$ cat config.mk
export PLATFORM = sky130hd
export DESIGN_NAME = commit_unit
export DESIGN_NICKNAME = d
export VERILOG_FILES = /design/src/common/commit_pkg.sv /design/src/rob/reorder_buffer.sv /design/src/commit/retire_select.sv /design/src/commit/flush_walker.sv /design/src/commit/trap_csr.sv /design/src/rtl/commit_unit.sv
export SDC_FILE = /design/constraint.sdc
export NUM_CORES = 2
export LEC_CHECK = 0
export ABC_AREA = 1
export BUFFER_PORTS_ARGS = -buffer_cell sky130_fd_sc_hd__buf_2
export CAP_MARGIN = 10
export CORE_MARGIN = 2
export CORE_UTILIZATION = 55
export DETAILED_ROUTE_END_ITERATION = 8
export PLACE_DENSITY = 0.72
export SLEW_MARGIN = 30
export SYNTH_ARGS = -nofsm -noshare
export SYNTH_HDL_FRONTEND = slang
export SYNTH_SLANG_ARGS = --single-unit
$ cat constraint.sdc
create_clock -name clk -period 4.58 [get_ports clk]
set_input_delay 0.916 -clock clk [delete_from_list [all_inputs] [get_ports clk]]
set_output_delay 0.916 -clock clk [all_outputs]
set_load 0.1 [all_outputs]
$ cat src/common/commit_pkg.sv
`default_nettype none

package commit_pkg;

    localparam int COMMIT_WIDTH = 2;
    localparam int WB_WIDTH = 2;
    localparam int ROB_DEPTH = 16;
    localparam int ROB_ID_WIDTH = 4;
    localparam int ROB_CNT_WIDTH = ROB_ID_WIDTH + 1; // one extra bit to tell full from empty
    localparam int PHY_REG_ID_WIDTH = 6;
    localparam int XLEN = 32;
    localparam int EXC_ID_WIDTH = 5;
    localparam int SLOT_ID_WIDTH = $clog2(COMMIT_WIDTH);
    localparam int POP_COUNT_WIDTH = SLOT_ID_WIDTH + 1;
    localparam int CSR_WRITE_PORTS = 4;

    typedef logic [ROB_ID_WIDTH-1:0] rob_id_t;
    typedef logic [ROB_CNT_WIDTH-1:0] rob_cnt_t;
    typedef logic [PHY_REG_ID_WIDTH-1:0] phy_id_t;

    // machine mode trap csrs
    typedef enum logic [11:0] {
        CSR_MTVEC  = 12'h305,
        CSR_MEPC   = 12'h341,
        CSR_MCAUSE = 12'h342,
        CSR_MTVAL  = 12'h343
    } csr_addr_e;

    typedef enum logic {
        STATE_NORMAL = 1'b0,
        STATE_FLUSH  = 1'b1
    } commit_state_e;

    typedef struct packed {
        logic [XLEN-1:0] pc;
        phy_id_t new_phy_id;
        phy_id_t old_phy_id;
        logic old_phy_valid;   // no old mapping for instructions without rd
    } dispatch_t;

    typedef struct packed {
        logic valid;
        rob_id_t rob_id;
        logic has_exception;
        logic [EXC_ID_WIDTH-1:0] exception_id;
        logic [XLEN-1:0] exception_value;
    } wb_t;

    typedef struct packed {
        logic [XLEN-1:0] pc;
        phy_id_t new_phy_id;
        phy_id_t old_phy_id;
        logic old_phy_valid;
        logic finish;
        logic has_exception;
        logic [EXC_ID_WIDTH-1:0] exception_id;
        logic [XLEN-1:0] exception_value;
    } rob_entry_t;

    // register freed by one retire slot
    typedef struct packed {
        logic valid;
        phy_id_t phy_id;
    } release_t;

    // mapping undone during the walk
    typedef struct packed {
        logic valid;
        phy_id_t new_phy_id;
        phy_id_t old_phy_id;
    } restore_t;

    typedef struct packed {
        logic valid;
        logic [XLEN-1:0] pc;
    } redirect_t;

    typedef struct packed {
        logic [XLEN-1:0] mepc;
        logic [XLEN-1:0] mcause;
        logic [XLEN-1:0] mtval;
    } trap_info_t;

endpackage

`default_nettype wire

$ cat src/rob/reorder_buffer.sv
`timescale 1ns/1ps
`default_nettype none

module reorder_buffer (
    input wire logic clk,
    input wire logic rst,

    input wire logic alloc_en,
    input wire commit_pkg::dispatch_t alloc_entry,
    output commit_pkg::rob_id_t alloc_id,
    output logic full,

    input wire commit_pkg::wb_t [commit_pkg::WB_WIDTH-1:0] wb,
    input wire logic wb_en,

    output commit_pkg::rob_entry_t [commit_pkg::COMMIT_WIDTH-1:0] head_entries,
    output commit_pkg::rob_id_t [commit_pkg::COMMIT_WIDTH-1:0] head_ids,
    output logic [commit_pkg::COMMIT_WIDTH-1:0] head_valid,
    input wire logic [commit_pkg::POP_COUNT_WIDTH-1:0] head_pop_count,

    output commit_pkg::rob_entry_t tail_entry,
    output commit_pkg::rob_id_t tail_id,
    input wire logic tail_pop
);

    commit_pkg::rob_entry_t mem [commit_pkg::ROB_DEPTH];

    commit_pkg::rob_id_t head;
    commit_pkg::rob_id_t tail;
    commit_pkg::rob_cnt_t count;
    commit_pkg::rob_cnt_t count_inc;
    commit_pkg::rob_cnt_t count_dec;

    assign full = count == commit_pkg::rob_cnt_t'(commit_pkg::ROB_DEPTH);
    assign alloc_id = tail;

    // youngest entry sits just behind the tail pointer
    assign tail_id = tail - commit_pkg::rob_id_t'(1);
    assign tail_entry = mem[tail_id];

    for (genvar i = 0; i < commit_pkg::COMMIT_WIDTH; i++) begin : g_head
        assign head_ids[i] = head + commit_pkg::rob_id_t'(i);
        assign head_entries[i] = mem[head_ids[i]];
        assign head_valid[i] = count > commit_pkg::rob_cnt_t'(i);
    end

    assign count_inc = commit_pkg::rob_cnt_t'(alloc_en);
    assign count_dec = commit_pkg::rob_cnt_t'(head_pop_count) + commit_pkg::rob_cnt_t'(tail_pop);

    always_ff @(posedge clk) begin
        if (rst) begin
            head <= '0;
            tail <= '0;
            count <= '0;
        end else begin
            head <= head + commit_pkg::rob_id_t'(head_pop_count);
            count <= count + count_inc - count_dec;
            if (alloc_en) begin
                tail <= tail + commit_pkg::rob_id_t'(1);
            end else if (tail_pop) begin
                tail <= tail_id;
            end
        end
    end

    // entry payload
    always_ff @(posedge clk) begin
        if (alloc_en) begin
            mem[tail].pc <= alloc_entry.pc;
            mem[tail].new_phy_id <= alloc_entry.new_phy_id;
            mem[tail].old_phy_id <= alloc_entry.old_phy_id;
            mem[tail].old_phy_valid <= alloc_entry.old_phy_valid;
            mem[tail].finish <= 1'b0;
            mem[tail].has_exception <= 1'b0;
        end
        if (wb_en) begin
            for (int i = 0; i < commit_pkg::WB_WIDTH; i++) begin
                if (wb[i].valid) begin
                    mem[wb[i].rob_id].finish <= 1'b1;
                    mem[wb[i].rob_id].has_exception <= wb[i].has_exception;
                    mem[wb[i].rob_id].exception_id <= wb[i].exception_id;
                    mem[wb[i].rob_id].exception_value <= wb[i].exception_value;
                end
            end
        end
    end

endmodule

`default_nettype wire

$ cat src/commit/retire_select.sv
`timescale 1ns/1ps
`default_nettype none

module retire_select (
    input wire commit_pkg::rob_entry_t [commit_pkg::COMMIT_WIDTH-1:0] head_entries,
    input wire logic [commit_pkg::COMMIT_WIDTH-1:0] head_valid,
    input wire logic walking,

    output logic [commit_pkg::POP_COUNT_WIDTH-1:0] pop_count,
    output commit_pkg::release_t [commit_pkg::COMMIT_WIDTH-1:0] phy_release,
    output logic trap_found,
    output logic [commit_pkg::SLOT_ID_WIDTH-1:0] trap_slot
);

    logic [commit_pkg::COMMIT_WIDTH-1:0] eligible;
    logic [commit_pkg::COMMIT_WIDTH-1:0] retires;

    for (genvar i = 0; i < commit_pkg::COMMIT_WIDTH; i++) begin : g_slot
        if (i == 0) begin : g_first
            assign eligible[i] = head_valid[i] && head_entries[i].finish && !walking;
        end else begin : g_next
            // in order, only behind a clean retire
            assign eligible[i] = head_valid[i] && head_entries[i].finish && retires[i-1];
        end

        assign retires[i] = eligible[i] && !head_entries[i].has_exception;
        assign phy_release[i].valid = retires[i] && head_entries[i].old_phy_valid;
        assign phy_release[i].phy_id = head_entries[i].old_phy_id;
    end

    always_comb begin
        pop_count = '0;
        trap_found = 1'b0;
        trap_slot = '0;
        // downward scan so the oldest trapping slot wins
        for (int i = commit_pkg::COMMIT_WIDTH - 1; i >= 0; i--) begin
            if (retires[i]) begin
                pop_count = pop_count + 1'b1;
            end
            if (eligible[i] && head_entries[i].has_exception) begin
                trap_found = 1'b1;
                trap_slot = i[commit_pkg::SLOT_ID_WIDTH-1:0];
            end
        end
    end

endmodule

`default_nettype wire

$ cat src/commit/flush_walker.sv
`timescale 1ns/1ps
`default_nettype none

module flush_walker (
    input wire logic clk,
    input wire logic rst,

    input wire logic trap_found,
    input wire logic [commit_pkg::SLOT_ID_WIDTH-1:0] trap_slot,
    input wire commit_pkg::rob_entry_t [commit_pkg::COMMIT_WIDTH-1:0] head_entries,
    input wire commit_pkg::rob_id_t [commit_pkg::COMMIT_WIDTH-1:0] head_ids,

    input wire commit_pkg::rob_entry_t tail_entry,
    input wire commit_pkg::rob_id_t tail_id,

    output logic walking,
    output logic tail_pop,
    output commit_pkg::restore_t restore,
    output logic trap_commit,
    output commit_pkg::rob_entry_t trap_entry
);

    commit_pkg::commit_state_e state;
    commit_pkg::commit_state_e next_state;
    commit_pkg::rob_id_t trap_id;

    assign walking = state == commit_pkg::STATE_FLUSH;

    // one entry per cycle, youngest first
    assign tail_pop = walking;
    assign restore.valid = walking;
    assign restore.new_phy_id = tail_entry.new_phy_id;
    assign restore.old_phy_id = tail_entry.old_phy_id;

    assign trap_commit = walking && (tail_id == trap_id); // trapping entry reached

    always_comb begin
        case (state)
            commit_pkg::STATE_NORMAL: begin
                if (trap_found) begin
                    next_state = commit_pkg::STATE_FLUSH;
                end else begin
                    next_state = commit_pkg::STATE_NORMAL;
                end
            end
            commit_pkg::STATE_FLUSH: begin
                if (trap_commit) begin
                    next_state = commit_pkg::STATE_NORMAL;
                end else begin
                    next_state = commit_pkg::STATE_FLUSH;
                end
            end
            default: begin
                next_state = commit_pkg::STATE_NORMAL;
            end
        endcase
    end

    always_ff @(posedge clk) begin
        if (rst) begin
            state <= commit_pkg::STATE_NORMAL;
        end else begin
            state <= next_state;
        end
    end

    // capture trapping entry at detection
    always_ff @(posedge clk) begin
        if (!walking && trap_found) begin
            trap_entry <= head_entries[trap_slot];
            trap_id <= head_ids[trap_slot];
        end
    end

endmodule

`default_nettype wire

$ cat src/commit/trap_csr.sv
`timescale 1ns/1ps
`default_nettype none

module trap_csr (
    input wire logic clk,
    input wire logic rst,

    input wire logic mtvec_we,
    input wire logic [commit_pkg::XLEN-1:0] mtvec_data,

    input wire logic trap_commit,
    input wire commit_pkg::rob_entry_t trap_entry,

    output commit_pkg::redirect_t redirect,
    output commit_pkg::trap_info_t trap_info
);

    logic [commit_pkg::XLEN-1:0] mtvec;
    logic [commit_pkg::XLEN-1:0] mepc;
    logic [commit_pkg::XLEN-1:0] mcause;
    logic [commit_pkg::XLEN-1:0] mtval;

    always_ff @(posedge clk) begin
        if (rst) begin
            mtvec <= '0;
            mepc <= '0;
            mcause <= '0;
            mtval <= '0;
        end else begin
            if (mtvec_we) begin
                mtvec <= mtvec_data;
            end
            // all three written together when the walk ends
            if (trap_commit) begin
                mepc <= trap_entry.pc;
                mcause <= {{(commit_pkg::XLEN - commit_pkg::EXC_ID_WIDTH){1'b0}},
                           trap_entry.exception_id};
                mtval <= trap_entry.exception_value;
            end
        end
    end

    assign redirect.valid = trap_commit;
    assign redirect.pc = mtvec;   // old mtvec if written this same cycle

    assign trap_info.mepc = mepc;
    assign trap_info.mcause = mcause;
    assign trap_info.mtval = mtval;

endmodule

`default_nettype wire

$ cat src/rtl/commit_unit.sv
`timescale 1ns/1ps
`default_nettype none

module commit_unit (
    input wire logic clk,
    input wire logic rst,

    input wire commit_pkg::dispatch_t dispatch,
    input wire logic dispatch_valid,
    output logic dispatch_ready,
    output commit_pkg::rob_id_t dispatch_id,

    input wire commit_pkg::wb_t [commit_pkg::WB_WIDTH-1:0] wb,

    input wire logic mtvec_we,
    input wire logic [commit_pkg::XLEN-1:0] mtvec_data,

    output commit_pkg::release_t [commit_pkg::COMMIT_WIDTH-1:0] phy_release,
    output commit_pkg::restore_t restore,
    output commit_pkg::redirect_t redirect,
    output commit_pkg::trap_info_t trap_info
);

    logic alloc_en;
    logic rob_full;
    logic walking;
    logic wb_en;
    logic tail_pop;
    logic trap_found;
    logic trap_commit;
    logic [commit_pkg::SLOT_ID_WIDTH-1:0] trap_slot;
    logic [commit_pkg::POP_COUNT_WIDTH-1:0] pop_count;
    logic [commit_pkg::COMMIT_WIDTH-1:0] head_valid;
    commit_pkg::rob_entry_t [commit_pkg::COMMIT_WIDTH-1:0] head_entries;
    commit_pkg::rob_id_t [commit_pkg::COMMIT_WIDTH-1:0] head_ids;
    commit_pkg::rob_entry_t tail_entry;
    commit_pkg::rob_id_t tail_id;
    commit_pkg::rob_entry_t trap_entry;

    assign dispatch_ready = !rob_full && !walking; // no dispatch during the walk
    assign alloc_en = dispatch_valid && dispatch_ready;
    assign wb_en = !walking;

    reorder_buffer reorder_buffer_i (
        .clk(clk),
        .rst(rst),
        .alloc_en(alloc_en),
        .alloc_entry(dispatch),
        .alloc_id(dispatch_id),
        .full(rob_full),
        .wb(wb),
        .wb_en(wb_en),
        .head_entries(head_entries),
        .head_ids(head_ids),
        .head_valid(head_valid),
        .head_pop_count(pop_count),
        .tail_entry(tail_entry),
        .tail_id(tail_id),
        .tail_pop(tail_pop)
    );

    retire_select retire_select_i (
        .head_entries(head_entries),
        .head_valid(head_valid),
        .walking(walking),
        .pop_count(pop_count),
        .phy_release(phy_release),
        .trap_found(trap_found),
        .trap_slot(trap_slot)
    );

    flush_walker flush_walker_i (
        .clk(clk),
        .rst(rst),
        .trap_found(trap_found),
        .trap_slot(trap_slot),
        .head_entries(head_entries),
        .head_ids(head_ids),
        .tail_entry(tail_entry),
        .tail_id(tail_id),
        .walking(walking),
        .tail_pop(tail_pop),
        .restore(restore),
        .trap_commit(trap_commit),
        .trap_entry(trap_entry)
    );

    trap_csr trap_csr_i (
        .clk(clk),
        .rst(rst),
        .mtvec_we(mtvec_we),
        .mtvec_data(mtvec_data),
        .trap_commit(trap_commit),
        .trap_entry(trap_entry),
        .redirect(redirect),
        .trap_info(trap_info)
    );

endmodule

`default_nettype wire

---- After elaboration in Yosys (flattened, before gate mapping) ----
Memories as Yosys holds them, arrays and structs flattened. A register that Yosys moved wholly into a read port is not among the register bits.
Cells that the tools add are included.
storage, ports and cells
  register bits ........................... 188
  bits in writable memories ............... 1344
  input port bits ......................... 167
  output and inout bits ................... 161
  word-level logic and storage cells ...... 69
  memories ................................ 1
memories
  memory                words  bits a word  rd ports  clocked after Yosys merged registers in  write ports  RTL line              RTL
  reorder_buffer_i.mem  16     84           3         1                                        3            reorder_buffer.sv:26  commit_pkg::rob_entry_t mem [commit_pkg::ROB_DEPTH];
operators by class
  add/subtract/negate cells ............... 8
  magnitude comparators ................... 3
  equal/unequal tests ..................... 2
  mux-type cells .......................... 23
  bitwise logic cells ..................... 1
  reduce and logical (&&, ||, !) cells .... 19
operators with widths
  kind                                                                              number
  84-bit two-way mux                                                                2
  4-bit two-way mux                                                                 5
  1-bit logical AND                                                                 14
  1-bit two-way mux                                                                 14
  5-bit by 1-bit greater-than comparator with 1-bit output (second input constant)  2
  4-bit by 1-bit adder with 4-bit output (second input constant)                    2
  5-bit by 1-bit adder with 5-bit output                                            1
  5-bit equality test (second input constant)                                       1
  5-bit subtractor                                                                  1
  4-bit by 2-bit adder with 4-bit output                                            1
  4-bit equality test                                                               1
  1-bit zero test                                                                   4
  4-bit by 1-bit subtractor with 4-bit output (second input constant)               1
  2-bit by 1-bit adder with 3-bit output                                            1
  1-bit by 1-bit adder with 2-bit output (second input constant)                    1
  1-bit by 2-bit < comparator with 1-bit output (second input constant)             1
  2-bit two-way mux                                                                 1
  1-bit case mux with 2 select lines                                                1
  2-bit nonzero test                                                                1
  1-bit NOT                                                                         1

---- Longest topological paths before layout ----
  depth after elaboration ................. 11
  depth in mapped cells ................... 23
  depth with buffers taken out ............ 21

---- Cells and area by module ----
From an unflattened synthesis, not the netlist that was laid out.
unflattened totals
  cell total of the unflattened synthesis .. 13746
  area total of the unflattened synthesis .. 98438.2 sq um
by module, submodules not included
  module          times used  cells each  area an instance (sq um)  seq. area each (sq um)
  reorder_buffer  1           12819       89842.4                   40458.8
  trap_csr        1           669         4375.4                    2021.9
  flush_walker    1           221         4001.3                    2662.6
  retire_select   1           31          191.4                     0.0
  commit_unit     1           6           27.5                      0.0

---- Worst setup path before layout ----
OpenSTA, ideal clock, no wires.
  path kind ............................... reg-to-output
  start point ............................. reg reorder_buffer_i.tail[0], in the netlist reorder_buffer_i.alloc_id[0]
  end point ............................... out restore[10] (netlist name)
  arrival time ............................ 4.912 ns
  required time ........................... 3.664 ns
  slack ................................... -1.248 ns
  stages on the path, launching flop included .. 12
  buffers on the path ..................... 5
  path through ............................ dfxtp_1 > buf_2 > inv_2 > clkbuf_1 > buf_1 > ha_1 > buf_2 > clkbuf_1 > o21ai_0 > o32ai_1 > o21ai_0 > o21ai_0
RTL lines
  item                      RTL line              RTL
  start: declaration        reorder_buffer.sv:29  commit_pkg::rob_id_t tail;
  start signal: assignment  reorder_buffer.sv:59  tail <= tail + commit_pkg::rob_id_t'(1);
  start signal: assignment  reorder_buffer.sv:61  tail <= tail_id;
  end: declaration          commit_unit.sv:19     output commit_pkg::restore_t restore,

==> impl_metrics.py <==
metrics = {
    "run_status": {
        "status": "complete, no violations",
    },
    "setup_path": {
        "slowest_delay_ns": 0.64,
        "critical_path_arrival_ns": 3.55,
        "path_cells": "nand2_4 > inv_4 > nand2_2 > xor2_4 > buf_4 > nand3_1 > nand2_1 > nor2_1 > buf_12",
        "critical_path_buf_inv_count": 3,
        "worstSetupPathType": "reg2out",
        "cp_top_family": "buffers and inverters",
        "slowest_stage": "dfxtp_1",
        "critical_path.startpoint_type": "flop",
        "worst-endpoint-required_ns": 3.66,
        "crit_path_max_fanout": 35,
        "end_kind": "output port",
    },
    "placed_design": {
        "gp_congestion": 0.9084,
        "port_buffers": 300,
        "placed_cell_area_um2": 79750,
        "dp_hpwl_um": 147200,
        "placed_cells": 9670,
    },
    "synth": {
        "synth_cells": 8087,
        "synth_top_area_frac": 0.5475,
        "synth_edf_count": 1401,
        "synth_top_flop_cell": "edfxtp_1",
        "yosysMostFrequentCell": "o21ai_0",
        "synth_common_cells": "o21ai_0 (1,481), edfxtp_1 (1,401), nor2_1 (1,343)",
        "syn_area_um2": 76840,
        "netlist_top_cells_area": "edfxtp_1 (55%), o21ai_0 (9.6%), o22ai_1 (8.1%)",
        "yosysSeqAreaShare": 0.5816,
        "synth_warnings": 0,
        "synth.distinct_cells": 41,
        "avgSynthCellArea_um2": 9.502,
        "async_flop_share": 0,
        "yosysTopAreaCell": "edfxtp_1",
        "synth-seq-cells": 1532,
    },
    "cells_and_area": {
        "syn2layout_area_growth_pct": 10.87,
        "final_cell_area_um2": 85190,
        "finalNonFillerCells": 9985,
        "drive_gt1_frac": 0.1036,
        "finalNetCount": 8154,
    },
    "pwr": {
        "leakagePower_nw": 29.74,
        "p_clk_frac": 0.268,
        "switching_share": 0.4037,
        "max-vdd-ir-drop_v": 0.0008837,
        "power_frac_comb": 0.388,
        "p_int_mw": 29.48,
        "p_per_area_nw_per_um2": 580.4,
        "seqPwrFrac": 0.344,
        "netSwitchingPower_mw": 19.96,
    },
    "clock_tree": {
        "postCtsHoldBufs": 0,
        "clock_path_buffers": 3,
        "clock_latency_ns": 0.83,
        "cts_tree": "built",
        "cts_sinks": 1532,
        "h-tree-depth": 4,
        "clk_pin_slew_ns": 0.06,
        "cts-root-buf": "clkbuf_16",
        "cts_made_buffers": 163,
    },
    "floorplan": {
        "die_h_um": 377.8,
        "die_area_um2": 142700,
        "rows": 137,
        "ios": 328,
        "initial_utilization": 0.5527,
        "die_x_um": 377.8,
        "core_um2": 139000,
    },
    "drt": {
        "routed_wl_um": 273300,
        "drc_errors": 0,
        "vias": 68657,
        "wl_per_cell_um": 27.37,
        "drtIter0Drc": 12090,
        "via_per_inst": 6.876,
        "antenna_left": 0,
        "dr.pass1.iters": 9,
    },
    "grt": {
        "track_usage": 0.3709,
        "antenna_found_initial": 18,
        "grt_pass1_wl_um": 394800,
        "first_global_vias": 64285,
        "grt_max_degree": 266,
        "grt_overflow": 0,
    },
    "sta": {
        "fmax_mhz": 223.7,
        "fin_tns_setup_ns": 0,
        "finalCritPeriodShare": 0.9762,
        "hold_viol_final": 0,
        "final.setup_skew_ns": 0.03438,
        "rsz0062_at_grt": "no",
        "holdWs_ns": 0.3258,
        "tightestPinTransition_ns": 1.089,
        "drv_slew": 0,
        "setup_viol": 0,
        "min_period_ns": 4.471,
        "maxSlewHeadroom": 0.2741,
    },
    "min_path": {
        "hold_class": "in2reg",
    },
    "flow_run": {
        "maxCapViolCount": 0,
    },
}
[cell type report]
class	count	area, um2
Sequential cell	1532	44710
Multi-Input combinational cell	5422	27650
Tap cell	1876	2347
Clock inverter	99	984.7
Inverter	348	1358
Antenna cell	7	17.52
Fill cell	11199	53820
Timing Repair Buffer	497	3810
Clock buffer	204	4314
[power by group through the flow]
stage | clock network, mW | logic (mW) | registers (mW)
4_1_cts | 13.3 | 18.7 | 17.0
3_5_place_dp | 0 | 18.6 | 17.3
5_1_grt | 13.8 | 20.6 | 17.1
6_report | 13.2 | 19.2 | 17.0
3_3_place_gp | 0 | 18.2 | 17.2
2_1_floorplan | 0 | 13.0 | 17.7
[state kept, by name (all words and copies together) (netlist names)]
signal	cells
reorder_buffer_i.count	5
reorder_buffer_i.mem	1344
flush_walker_i.trap_entry	69
flush_walker_i.trap_id	4
trap_csr_i.mtvec	32
trap_csr_i.mtval	32
trap_csr_i.mcause	5
reorder_buffer_i.alloc_id	4
flush_walker_i.tail_pop	1
trap_csr_i.mepc	32
reorder_buffer_i.head	4
[path summary, 6_finish.rpt]
check                           startpoint                   endpoint  slack [ns]  cells past startpoint
max               reorder_buffer_i.head[2]            phy_release[13]        0.11                      9
max reg2reg       reorder_buffer_i.head[2]  reorder_buffer_i.count[4]        0.46                     18
min                          mtvec_data[3]        trap_csr_i.mtvec[3]        0.33                      3
min reg2reg  flush_walker_i.trap_entry[62]        trap_csr_i.mepc[10]        0.47                      2
[per-stage QoR]
stage / power, mW / util / setup slack (ns)
after floorplan: 30.72 / - / 0.1212
after global placement: 35.41 / 0.5737 / 0.4407
after detailed placement: 35.87 / 0.5737 / 0.4920
after CTS: 48.93 / 0.6119 / 0.02240
after global routing: 51.42 / 0.6128 / 0.03604
final: 49.44 / 0.6128 / 0.1091
[logic make-up (layout without fill, tap and decap cells)]
family,Yosys count,after routing,share of synthesized area
XOR/XNOR,11,11,0.001547
adder cells (fa/ha/maj),23,23,0.004038
buffers and inverters,1159,1148,0.06399
multiplexers,108,108,0.01407
AO/OA/AOI/OAI,3269,3269,0.2354
AND/OR/NAND/NOR,1984,1984,0.09928
other,1,34,0.00004880
flip-flops,1532,1532,0.5816
[routing by layer]
layer  GRT usage  share of wire  vias to the layer above
met5    0.001372        0.00029                        -
met3     0.09105           0.14                     1375
li1            -              -                    29286
met1      0.4620           0.34                    32170
met2      0.5763           0.45                     5814
met4      0.2445          0.076                       12
[worst register-to-register path: stages (launching register included)]
cell and delay [ns]:
dfxtp_1 0.64, xnor2_4 0.22, inv_6 0.34, nand2_1 0.10, a21oi_1 0.16, nor2_1 0.08, nor2_1 0.22, nand3_1 0.21
fa_1 0.55, inv_1 0.04, ha_1 0.26, inv_1 0.04, ha_1 0.21, fa_1 0.46, nand2_1 0.09, a21oi_1 0.06
nor2_1 0.12, o21ai_0 0.09, a21oi_1 0.16
[cell usage in the layout (no fill, tap or decap), types with 15 or more instances in the layout]
cell type     n
nand3_1      87
o221ai_1     47
nand2_2      51
nor2_1     1327
buf_12       56
mux2i_1     108
o32ai_1      18
clkbuf_1     34
o22ai_1     993
edfxtp_1   1401
conb_1       27
buf_6        15
nor2_4       19
nand2_1     490
o21ai_0    1475
o21ai_1     212
o211ai_1     73
buf_2       279
ha_1         18
inv_1       334
clkbuf_16   164
buf_4       146
clkinv_2     30
clkinv_1     31
dfxtp_1     127
a21oi_1     429
[what timing repair did]
action,4_1_cts,5_1_grt
setup endpoints to repair,5,5
cloned,0,0
pin swaps,0,1
buffers inserted,0,4
resized for setup,2,3
(Power assumes the default switching activity.)
